$ cat src/verilog/regFilePkg.sv
`default_nettype none

package regFilePkg;

    localparam int DataWidth = 16;
    localparam int RegAddrWidth = 4;
    localparam int MemAddrWidth = 16;

    typedef logic [RegAddrWidth-1:0] regAddrT;
    typedef logic [DataWidth-1:0] dataT;
    typedef logic [MemAddrWidth-1:0] memAddrT;

    typedef struct packed {
        regAddrT addr;
        logic    en;
    } readReqT;

    // Shared by execution writes and load write-backs
    typedef struct packed {
        regAddrT addr;
        logic    en;
        dataT    data;
    } regWriteT;

    typedef struct packed {
        logic    valid;
        regAddrT dest;
        memAddrT addr;
    } loadReqT;

    // APB requester side
    typedef struct packed {
        logic    psel;
        logic    penable;
        logic    pwrite;
        memAddrT paddr;
        dataT    pwdata;
    } apbReqT;

    // APB completer side
    typedef struct packed {
        dataT prdata;
        logic pready;
        logic pslverr;
    } apbRspT;

endpackage

`default_nettype wire

$ cat src/verilog/registerCell.sv
`timescale 1ns/1ns
`default_nettype none

module registerCell (
    input  logic             clk,
    input  logic             rstN,
    input  logic             clkEn,
    input  logic             writeEn,
    input  regFilePkg::dataT dataIn,
    input  logic             memWriteEn,
    input  regFilePkg::dataT memDataIn,
    input  logic             dirtySet,
    output regFilePkg::dataT dataOut,
    output logic             dirtyOut
);
    import regFilePkg::*;

    dataT dataReg;
    logic dirtyReg;

    // Write-back wins over an execution write
    always_ff @(posedge clk) begin
        if (!rstN) begin
            dataReg <= '0;
        end else if (clkEn) begin
            if (memWriteEn) begin
                dataReg <= memDataIn;
            end else if (writeEn) begin
                dataReg <= dataIn;
            end
        end
    end

    // A new load on this register keeps it dirty
    always_ff @(posedge clk) begin
        if (!rstN) begin
            dirtyReg <= 1'b0;
        end else if (clkEn) begin
            if (dirtySet) begin
                dirtyReg <= 1'b1;
            end else if (memWriteEn) begin
                dirtyReg <= 1'b0;
            end
        end
    end

    assign dataOut = dataReg;
    assign dirtyOut = dirtyReg;

endmodule

`default_nettype wire

$ cat src/verilog/registerFile.sv
`timescale 1ns/1ns
`default_nettype none

module registerFile #(
    parameter int RegisterCount = 16
) (
    input  logic                 clk,
    input  logic                 rstN,
    input  logic                 clkEn,
    input  regFilePkg::readReqT  readA,
    input  regFilePkg::readReqT  readB,
    input  regFilePkg::regWriteT exWrite,
    input  regFilePkg::regWriteT memWrite,
    input  logic                 dirtySet,
    input  regFilePkg::regAddrT  dirtyAddr,
    output regFilePkg::dataT     readDataA,
    output regFilePkg::dataT     readDataB,
    output logic                 regsSync,
    output logic                 stall
);
    import regFilePkg::*;

    logic [RegisterCount-1:0] exDecode;
    logic [RegisterCount-1:0] memDecode;
    logic [RegisterCount-1:0] dirtyDecode;

    dataT                     cellData [RegisterCount];
    logic [RegisterCount-1:0] dirtyVec;

    logic       stallA;
    logic       stallB;
    logic       stallRaw;
    logic [1:0] stallLatch;

    // One-hot decoders, already qualified by their enables
    always_comb begin
        exDecode = '0;
        exDecode[exWrite.addr] = exWrite.en;
    end

    always_comb begin
        memDecode = '0;
        memDecode[memWrite.addr] = memWrite.en;
    end

    always_comb begin
        dirtyDecode = '0;
        dirtyDecode[dirtyAddr] = dirtySet;
    end

    // Register 0 is hardwired to zero and never dirty
    for (genvar i = 0; i < RegisterCount; i++) begin : genRegs
        if (i == 0) begin : genZero
            assign cellData[i] = '0;
            assign dirtyVec[i] = 1'b0;
        end else begin : genCell
            registerCell cell0 (
                .clk        (clk),
                .rstN       (rstN),
                .clkEn      (clkEn),
                .writeEn    (exDecode[i]),
                .dataIn     (exWrite.data),
                .memWriteEn (memDecode[i]),
                .memDataIn  (memWrite.data),
                .dirtySet   (dirtyDecode[i]),
                .dataOut    (cellData[i]),
                .dirtyOut   (dirtyVec[i])
            );
        end
    end

    // Read muxes
    assign readDataA = cellData[readA.addr];
    assign readDataB = cellData[readB.addr];

    // A latched port keeps stalling even if its enable drops
    assign stallA = dirtyVec[readA.addr] && (readA.en || stallLatch[0]);
    assign stallB = dirtyVec[readB.addr] && (readB.en || stallLatch[1]);
    assign stallRaw = stallA || stallB;

    // Latch follows the stall terms while stalled or on a write-back,
    // so stall drops one cycle after the clearing write-back
    always_ff @(posedge clk) begin
        if (!rstN) begin
            stallLatch <= '0;
        end else if (clkEn && (memWrite.en || stall)) begin
            stallLatch <= {stallB, stallA};
        end
    end

    assign stall = stallRaw || (|stallLatch);

    // No loads outstanding
    assign regsSync = ~|dirtyVec;

endmodule

`default_nettype wire

$ cat src/verilog/loadUnit.sv
`timescale 1ns/1ns
`default_nettype none

module loadUnit #(
    parameter int LoadDepth = 4
) (
    input  logic                 clk,
    input  logic                 rstN,
    input  logic                 clkEn,
    input  regFilePkg::loadReqT  loadReq,
    output logic                 loadAccept,
    output logic                 loadFull,
    output regFilePkg::apbReqT   apbReq,
    input  regFilePkg::apbRspT   apbRsp,
    output regFilePkg::regWriteT memWrite
);
    import regFilePkg::*;

    localparam int PtrWidth = (LoadDepth > 1) ? $clog2(LoadDepth) : 1;
    localparam int CountWidth = $clog2(LoadDepth + 1);

    typedef enum logic [1:0] {
        StIdle,
        StSetup,
        StAccess
    } apbStateT;

    // Queue storage
    regAddrT destQueue [LoadDepth];
    memAddrT addrQueue [LoadDepth];

    logic [PtrWidth-1:0]   wrPtr;
    logic [PtrWidth-1:0]   rdPtr;
    logic [CountWidth-1:0] count;

    apbStateT state;
    apbStateT stateNext;
    logic     transferDone;

    logic    wbEn;
    regAddrT wbAddr;
    dataT    wbData;

    function automatic logic [PtrWidth-1:0] nextPtr(input logic [PtrWidth-1:0] ptr);
        if (ptr == PtrWidth'(LoadDepth - 1)) begin
            return '0;
        end
        return ptr + 1'b1;
    endfunction

    assign loadFull = count == CountWidth'(LoadDepth);
    assign loadAccept = loadReq.valid && !loadFull && clkEn;
    assign transferDone = (state == StAccess) && apbRsp.pready;

    always_ff @(posedge clk) begin
        if (loadAccept) begin
            destQueue[wrPtr] <= loadReq.dest;
            addrQueue[wrPtr] <= loadReq.addr;
        end
    end

    // Pointers and occupancy, popped when the transfer completes
    always_ff @(posedge clk) begin
        if (!rstN) begin
            wrPtr <= '0;
            rdPtr <= '0;
            count <= '0;
        end else begin
            if (loadAccept) begin
                wrPtr <= nextPtr(wrPtr);
            end
            if (transferDone) begin
                rdPtr <= nextPtr(rdPtr);
            end
            case ({loadAccept, transferDone})
                2'b10:   count <= count + 1'b1;
                2'b01:   count <= count - 1'b1;
                default: count <= count;
            endcase
        end
    end

    // APB requester FSM
    always_comb begin
        stateNext = state;
        case (state)
            StIdle: begin
                if (count != '0 || loadAccept) begin
                    stateNext = StSetup;
                end
            end
            StSetup: stateNext = StAccess;
            StAccess: begin
                if (apbRsp.pready) begin
                    // Entry being popped is still counted here
                    if (count > CountWidth'(1) || loadAccept) begin
                        stateNext = StSetup;
                    end else begin
                        stateNext = StIdle;
                    end
                end
            end
            default: stateNext = StIdle;
        endcase
    end

    always_ff @(posedge clk) begin
        if (!rstN) begin
            state <= StIdle;
        end else begin
            state <= stateNext;
        end
    end

    // Head of queue stays put until the pop, so paddr is stable
    assign apbReq = '{
        psel:    state != StIdle,
        penable: state == StAccess,
        pwrite:  1'b0,
        paddr:   addrQueue[rdPtr],
        pwdata:  '0
    };

    // Write-back pulse, held over cycles where the pipeline is frozen
    always_ff @(posedge clk) begin
        if (!rstN) begin
            wbEn <= 1'b0;
        end else if (transferDone) begin
            wbEn <= 1'b1;
        end else if (clkEn) begin
            wbEn <= 1'b0;
        end
    end

    always_ff @(posedge clk) begin
        if (transferDone) begin
            wbAddr <= destQueue[rdPtr];
            wbData <= apbRsp.prdata;
        end
    end

    assign memWrite = '{addr: wbAddr, en: wbEn, data: wbData};

endmodule

`default_nettype wire

$ cat src/verilog/regFileTop.sv
`timescale 1ns/1ns
`default_nettype none

module regFileTop #(
    parameter int RegisterCount = 16,
    parameter int LoadDepth = 4
) (
    input  logic                 clk,
    input  logic                 rstN,
    input  logic                 clkEn,
    input  regFilePkg::readReqT  readA,
    input  regFilePkg::readReqT  readB,
    input  regFilePkg::regWriteT exWrite,
    input  regFilePkg::loadReqT  loadReq,
    output regFilePkg::apbReqT   apbReq,
    input  regFilePkg::apbRspT   apbRsp,
    output regFilePkg::dataT     readDataA,
    output regFilePkg::dataT     readDataB,
    output logic                 stall,
    output logic                 regsSync,
    output logic                 loadFull
);
    import regFilePkg::*;

    // Between load unit and register file
    logic     loadAccept;
    regWriteT memWrite;

    registerFile #(
        .RegisterCount (RegisterCount)
    ) regFile0 (
        .clk       (clk),
        .rstN      (rstN),
        .clkEn     (clkEn),
        .readA     (readA),
        .readB     (readB),
        .exWrite   (exWrite),
        .memWrite  (memWrite),
        .dirtySet  (loadAccept),
        .dirtyAddr (loadReq.dest),
        .readDataA (readDataA),
        .readDataB (readDataB),
        .regsSync  (regsSync),
        .stall     (stall)
    );

    loadUnit #(
        .LoadDepth (LoadDepth)
    ) loadUnit0 (
        .clk        (clk),
        .rstN       (rstN),
        .clkEn      (clkEn),
        .loadReq    (loadReq),
        .loadAccept (loadAccept),
        .loadFull   (loadFull),
        .apbReq     (apbReq),
        .apbRsp     (apbRsp),
        .memWrite   (memWrite)
    );

endmodule

`default_nettype wire

$ cat config.mk
export PLATFORM = sky130hd
export DESIGN_NAME = regFileTop
export DESIGN_NICKNAME = d
export VERILOG_FILES = /design/src/verilog/regFilePkg.sv /design/src/verilog/registerCell.sv /design/src/verilog/registerFile.sv /design/src/verilog/loadUnit.sv /design/src/verilog/regFileTop.sv
export SDC_FILE = /design/constraint.sdc
export NUM_CORES = 1
export LEC_CHECK = 0
export BUFFER_PORTS_ARGS = -buffer_cell sky130_fd_sc_hd__buf_4
export CAP_MARGIN = 10
export CORE_MARGIN = 1.5
export CORE_UTILIZATION = 25
export CTS_BUF_LIST = sky130_fd_sc_hd__clkbuf_4 sky130_fd_sc_hd__clkbuf_8
export DETAILED_ROUTE_END_ITERATION = 8
export PLACE_DENSITY = 0.48
export REMOVE_ABC_BUFFERS = 1
export SYNTH_ARGS = -nofsm -noshare
export SYNTH_HDL_FRONTEND = slang
export SYNTH_SLANG_ARGS = --single-unit
export TNS_END_PERCENT = 1
$ cat constraint.sdc
create_clock -name clk -period 3.4 [get_ports clk]
set_clock_uncertainty 0.15 [all_clocks]
set_input_delay 0.68 -clock clk [delete_from_list [all_inputs] [get_ports clk]]
set_output_delay 0.68 -clock clk [all_outputs]
set_load 0.01 [all_outputs]
==> out/metrics.yaml, run 1 <==
worst_hold_path:
  hold_path.class: "input pin to register"
clock_network:
  numCtsBuffers: 70
  cts_max_path_buffers: 3
  cts_root_buf: "clkbuf_8"
  cts_tree: "built"
  htreeDepth: 3
  clkTransAtPathRegs_ns: 0.06
  cts_setup_buffers: 0
  ctsResizeCount: 0
  clock_latency_ns: 0.67
  cts.sinks: 369
drt:
  via_per_inst: 5.63
  final_antenna_net_count: 0
  drcViolationCount: 0
  drt_iter0_markers: 1971
  wl_um: 83900
  wire_per_inst_um: 26.4
  first_pass_iters: 8
  num_vias: 17900
pwr:
  leakagePower_nw: 8.27
  powerDensity_nw_per_um2: 434
  total_power_mw: 10.7
  peakVddDrop_mv: 0.260
cells_and_area:
  utilization: 0.300
  ff_latch_area_um2: 8390
  multi_input_area_um2: 11100
  area_growth_pct: 19.1
  fin_area_um2: 24600
  drive_above_1_share: 0.266
  finalNetCount: 2145
  fillers: 8478
yosys:
  synth_area_leaders: "dfxtp_1 (26%), edfxtp_1 (15%), mux4_2 (13%), mux2i_1 (8.7%), a21oi_1 (6.7%)"
  synth_top_area_share: 0.261
  synth_edf_count: 100
  syn_inst: 1962
  yosysWarnings: 0
  ys_ff_latch: 369
  syn-cell-area_um2: 20600
  syn_avg_cell_area_um2: 10.5
  synth_cell_types: 62
  yosys.area.top_type: "dfxtp_1"
  synthArstFlopShare: 0
  yosysSeqAreaShare: 0.406
  synth_top_flop_cell: "dfxtp_1"
worst_setup_path:
  cp_slowest_cell: "buf_4"
  crit_family: "buffers and inverters"
  r2r-start: "loadUnit0.wbAddr[1]"
  path_depth: 6
  crit_path_end_kind: "primary output"
  cp_cell_sequence: "buf_4 -> buf_4 -> mux4_2 -> mux2i_1 -> a21oi_1 -> buf_4"
  cpPeakStageDelay_ns: 0.36
  path_max_fanout: 16
  reg2regPathDepth: 5
  cp-startpoint: "readA[3]"
  path_common_cell: "buf_4"
  r2r_slack_ns: 0.74
  cp-start-kind: "input pin"
  crit_required_ns: 2.57
  crit_type: "input pin to primary output"
  cp_data_arrival_time_ns: 2.46
  reg2reg_to: "regFile0.genRegs[1].genCell.cell0.dataOut[14]"
  endpoint: "readDataA[4]"
  cp.buffers_inverters: 3
grt:
  grt_pass1_wl_um: 122000
  grt_start_max_net_pins: 98
  antenna_found_initial: 5
  overflow: 0
  grt_pass1_vias: 17600
  track_usage: 0.194
flow_run:
  cap_violations: 0
floorplanning:
  ioPinCount: 143
  start_util: 0.252
  die_w_um: 290
  rows: 105
  core_um2: 81800
  fp.dieArea_um2: 84300
  die_height_um: 290
sta:
  period_needed_ns: 3.29
  fin_hold_ws_ns: 0.0487
  grt_setup_unrepaired: "false"
  setup_viol_count_final: 0
  fin_crit_sh: 0.969
  maxSlewViolCount: 0
  tightest_slew_ns: 1.01
  finalWorstSetupSlack_ns: 0.106
  hold_viol: 0
  fmaxAchievable_mhz: 304
  maxSlewHeadroom: 0.327
run_status:
  status: "completed"
placed_design:
  numPortBuffers: 124
  place_ws_ns: 0.136
  hpwl_um: 54000
  routabilityCongestion: 0.872
  placement.cell_area_um2: 23000
[layout make-up]
| class | count | area share |
|---|---|---|
| antenna | 2 | 0.000204 |
| multi-input combinational | 1340 | 0.453 |
| inverter | 15 | 0.00260 |
| tap | 1070 | 0.0545 |
| clock inverter | 8 | 0.00387 |
| clock buffer | 109 | 0.0537 |
| timing repair buffer | 266 | 0.0909 |
| sequential | 369 | 0.341 |
[metal layers]
layer / routed length, um / vias up / track usage
met4: 3060 / 6 / 0.0769
met1: 35400 / 8963 / 0.260
li1: - / 7769 / -
met3: 7830 / 197 / 0.0495
met2: 37500 / 966 / 0.297
met5: 35 / - / 0
[synthesized netlist by cell type, drive strengths merged, types with 35 or more instances]
master    n
a21oi   277
dfxtp   269
mux2i   179
a211oi  148
clkbuf  139
mux4    121
buf     115
nand2   110
edfxtp  100
a311oi   96
o21ai    86
nor2     69
nand2b   41
mux2     35
[kinds of logic after synthesis]
logic type / after synthesis / share of synthesized area
buf+inv: 269 / 0.0602
mux: 335 / 0.238
simple gates: 300 / 0.0725
xor+xnor: 2 / 0.000849
compound gates: 676 / 0.216
other cells: 1 / 0.000182
fa+ha+maj: 10 / 0.00606
flops: 369 / 0.406
[where the power goes]
group | switching (mW) | internal [mW]
Sequential | 0.123 | 4.61
Combinational | 0.793 | 0.524
Clock | 2.07 | 2.54
Total | 2.99 | 7.68
[cell usage in the layout (no fill, tap or decap), drive strengths merged, types with 41 or more instances in the layout]
cell,instances
buf,253
nor2,69
clkbuf,109
mux4,121
a311oi,96
a21oi,277
edfxtp,100
a211oi,148
nand2,110
dfxtp,269
o21ai,86
nand2b,41
mux2i,179
[worst min path at each step]
| stage | endpoint | slack (ns) | depth (start not counted) | startpoint |
|---|---|---|---|---|
| 4_1_cts | loadUnit0.addrQueue[2][1] | 0.0002 | 1 | loadReq[1] |
| 3_3_place_gp | loadUnit0.state[0] | 0.31 | 1 | loadUnit0.state[0] |
| 3_5_place_dp | loadUnit0.state[0] | 0.33 | 1 | loadUnit0.state[0] |
| 6_report | loadUnit0.wbData[0] | 0.05 | 1 | apbRsp[2] |
| 5_1_grt | loadUnit0.wbData[0] | 0.02 | 1 | apbRsp[2] |
| 2_1_floorplan | loadUnit0.state[0] | 0.29 | 1 | loadUnit0.state[0] |
[state kept, by name (all words and copies together), names as in the netlist, named ones only]
| name | count |
|---|---|
| regFile0.genRegs.genCell.cell0.dataOut | 240 |
| loadUnit0.addrQueue | 64 |
| loadUnit0.destQueue | 16 |
| loadUnit0.wbData | 16 |
| regFile0.genRegs.genCell.cell0.dirtyOut | 15 |
| loadUnit0.wbAddr | 4 |
| loadUnit0.count | 3 |
| loadUnit0.rdPtr | 2 |
| loadUnit0.state | 2 |
| loadUnit0.wrPtr | 2 |
| regFile0.stallLatch | 2 |
| loadUnit0.wbEn | 1 |
[what timing repair did]
item                                   in CTS  in global routing
setup endpoints to repair                   0                  0
hold buffers                               13                  0
endpoints found under the hold margin      20                  0
[metrics by stage]
step,TNS (ns),instances
2_1_floorplan,-396.78,1724
3_3_place_gp,0,3047
3_5_place_dp,0,3047
4_1_cts,0,3177
5_1_grt,0,3179
6_report,0,3179
[worst register-to-register path, cell delays in order (launching register included)]
cell	delay (ns)
edfxtp_1	0.49
or3b_1	0.71
o22ai_4	0.29
and2_1	0.40
buf_4	0.36
a211oi_1	0.16
No activity file was read; power rests on OpenSTA's default activity.
==> run 2: changes to the inputs <==
Settings changed: CORE_ASPECT_RATIO set to 1.75.
==> run 2 against run 1 <==
Wire length rose by 2.8%. Worst setup slack got worse by 0.016 ns. Critical path depth rose by 1. Sequential power barely moved. Register-to-register slack barely moved. Highest routed layer unchanged.
==> out/metrics.yaml, run 2 (synthesis gave the netlist of run 1 again) <==
placed_design:
  place_ws_ns: 0.0697
  hpwl_um: 56500
  routabilityCongestion: 0.869
  numPortBuffers: 124
clock_network:
  clkTransAtPathRegs_ns: 0.06
  numCtsBuffers: 68
  cts_tree: "built"
  cts_root_buf: "clkbuf_8"
  clock_latency_ns: 0.69
  cts_max_path_buffers: 3
  htreeDepth: 3
  cts.sinks: 369
sta:
  hold_viol: 0
  period_needed_ns: 3.31
  finalWorstSetupSlack_ns: 0.0907
  fin_crit_sh: 0.973
  setup_viol_count_final: 0
  fmaxAchievable_mhz: 302
  maxSlewHeadroom: 0.236
  maxSlewViolCount: 0
  fin_tns_setup_ns: 0
  tightest_slew_ns: 1.14
  grt_setup_unrepaired: "false"
grt:
  grt_start_max_net_pins: 114
  grt_pass1_vias: 18200
  antenna_found_initial: 5
  overflow: 0
  met2_usage: 0.330
  grt_busiest_layer: "met2"
  grt_pass1_wl_um: 124000
  track_usage: 0.203
  use_met3: 0.0469
  use_met1: 0.238
worst_setup_path:
  cp_slowest_cell: "mux4_2"
  cp_cell_sequence: "buf_4 -> buf_12 -> mux4_2 -> nand2b_1 -> a21oi_1 -> a21oi_1 -> buf_4"
  cp_data_arrival_time_ns: 2.48
  crit_path_end_kind: "primary output"
  path_max_fanout: 26
  crit_type: "input pin to primary output"
  cpPeakStageDelay_ns: 0.52
  crit_required_ns: 2.57
  cp-start-kind: "input pin"
cells_and_area:
  fillers: 8425
  drive_above_1_share: 0.263
  area_growth_pct: 18.3
  finalNetCount: 2139
  layout_commonest_cell: "a21oi_1"
  layout_common_cells: "a21oi_1 (277), dfxtp_1 (269), buf_4 (235)"
  largest_reg_flops: 240
drt:
  via_per_inst: 5.65
  wl_um: 86200
  final_antenna_net_count: 0
  drcViolationCount: 0
  num_vias: 17900
  wire_per_inst_um: 27.3
  first_pass_iters: 6
  drt_iter0_markers: 1695
floorplanning:
  core_um2: 81900
  start_util: 0.252
  rows: 139
  die_w_um: 220
  fp.dieArea_um2: 84300
  ioPinCount: 143
  die_height_um: 383
flow_run:
  cap_violations: 0
pwr:
  leakagePower_nw: 8.19
  total_power_mw: 10.4
  powerDensity_nw_per_um2: 428
  peakVddDrop_mv: 0.316
run_status:
  status: "completed"
worst_hold_path:
  hold_path.class: "input pin to register"
run 2: cell count changes in the layout (fill, tap and decap cells not counted), moves of 2 or more:
cell        change
clkbuf_4       -13
clkinv_2       +10
buf_12          -4
clkinv_1        +3
clkinvlp_4      +3
clkbuf_8        -2
run 2: through the flow:
| step | cells | util | cell area [um^2] | hold slack, ns |
|---|---|---|---|---|
| floorplan | 1724 | - | 19500 | 0.289 |
| global placement | 3030 | 0.280 | 22900 | 0.305 |
| detailed placement | 3030 | 0.280 | 22900 | 0.335 |
| CTS | 3160 | 0.298 | 24400 | 0.00555 |
| global route | 3162 | 0.298 | 24400 | 0.0321 |
| finish | 3163 | 0.298 | 24400 | 0.0540 |
run 2: layer usage:
metal	share of wire	vias up
li1	-	7780
met1	0.38	8903
met4	0.064	4
met2	0.47	937
met3	0.083	250
met5	0.00036	-
run 2: worst paths after layout:
kind,startpoint,end,slack [ns],depth (start not counted)
worst min register to register,loadUnit0.state[0],loadUnit0.state[0],0.33,1
worst max-delay path,readA[1],readDataA[10],0.09,7
worst max register to register,loadUnit0.wbAddr[1],regFile0.genRegs[1].genCell.cell0.dataOut[5],0.74,5
worst min-delay path,apbRsp[17],loadUnit0.wbData[15],0.05,1
run 2: report_power, final:
group / total, mW / internal (mW) / switching, mW
Clock: 4.40 / 2.35 / 2.05
Combinational: 1.31 / 0.511 / 0.800
Sequential: 4.73 / 4.61 / 0.114
run 2: worst max-delay path, delay by kind of cell:
| family | cells | cell delay [ns] |
|---|---|---|
| buffers and inverters | 3 | 0.73 |
| multiplexers | 1 | 0.52 |
| AO/OA/AOI/OAI | 2 | 0.35 |
| AND/OR/NAND/NOR | 1 | 0.16 |
run 2: what timing repair did:
action / 4_1_cts / 5_1_grt
endpoints found under the hold margin: 13 / 0
setup endpoints to repair: 0 / 1
setup buffers: 0 / 0
resized for setup: 0 / 1
hold buffers: 13 / 0
run 2: area by class of cell:
class / instances / area, um^2 / share of cell area
antenna: 3 / 7.51 / 0.000308
clock buffer: 94 / 1190 / 0.0489
clock inverter: 23 / 150 / 0.00615
inverter: 15 / 63.8 / 0.00261
multi-input combinational: 1340 / 11100 / 0.456
sequential: 369 / 8390 / 0.344
tap: 1057 / 1320 / 0.0542
timing repair buffer: 262 / 2160 / 0.0884
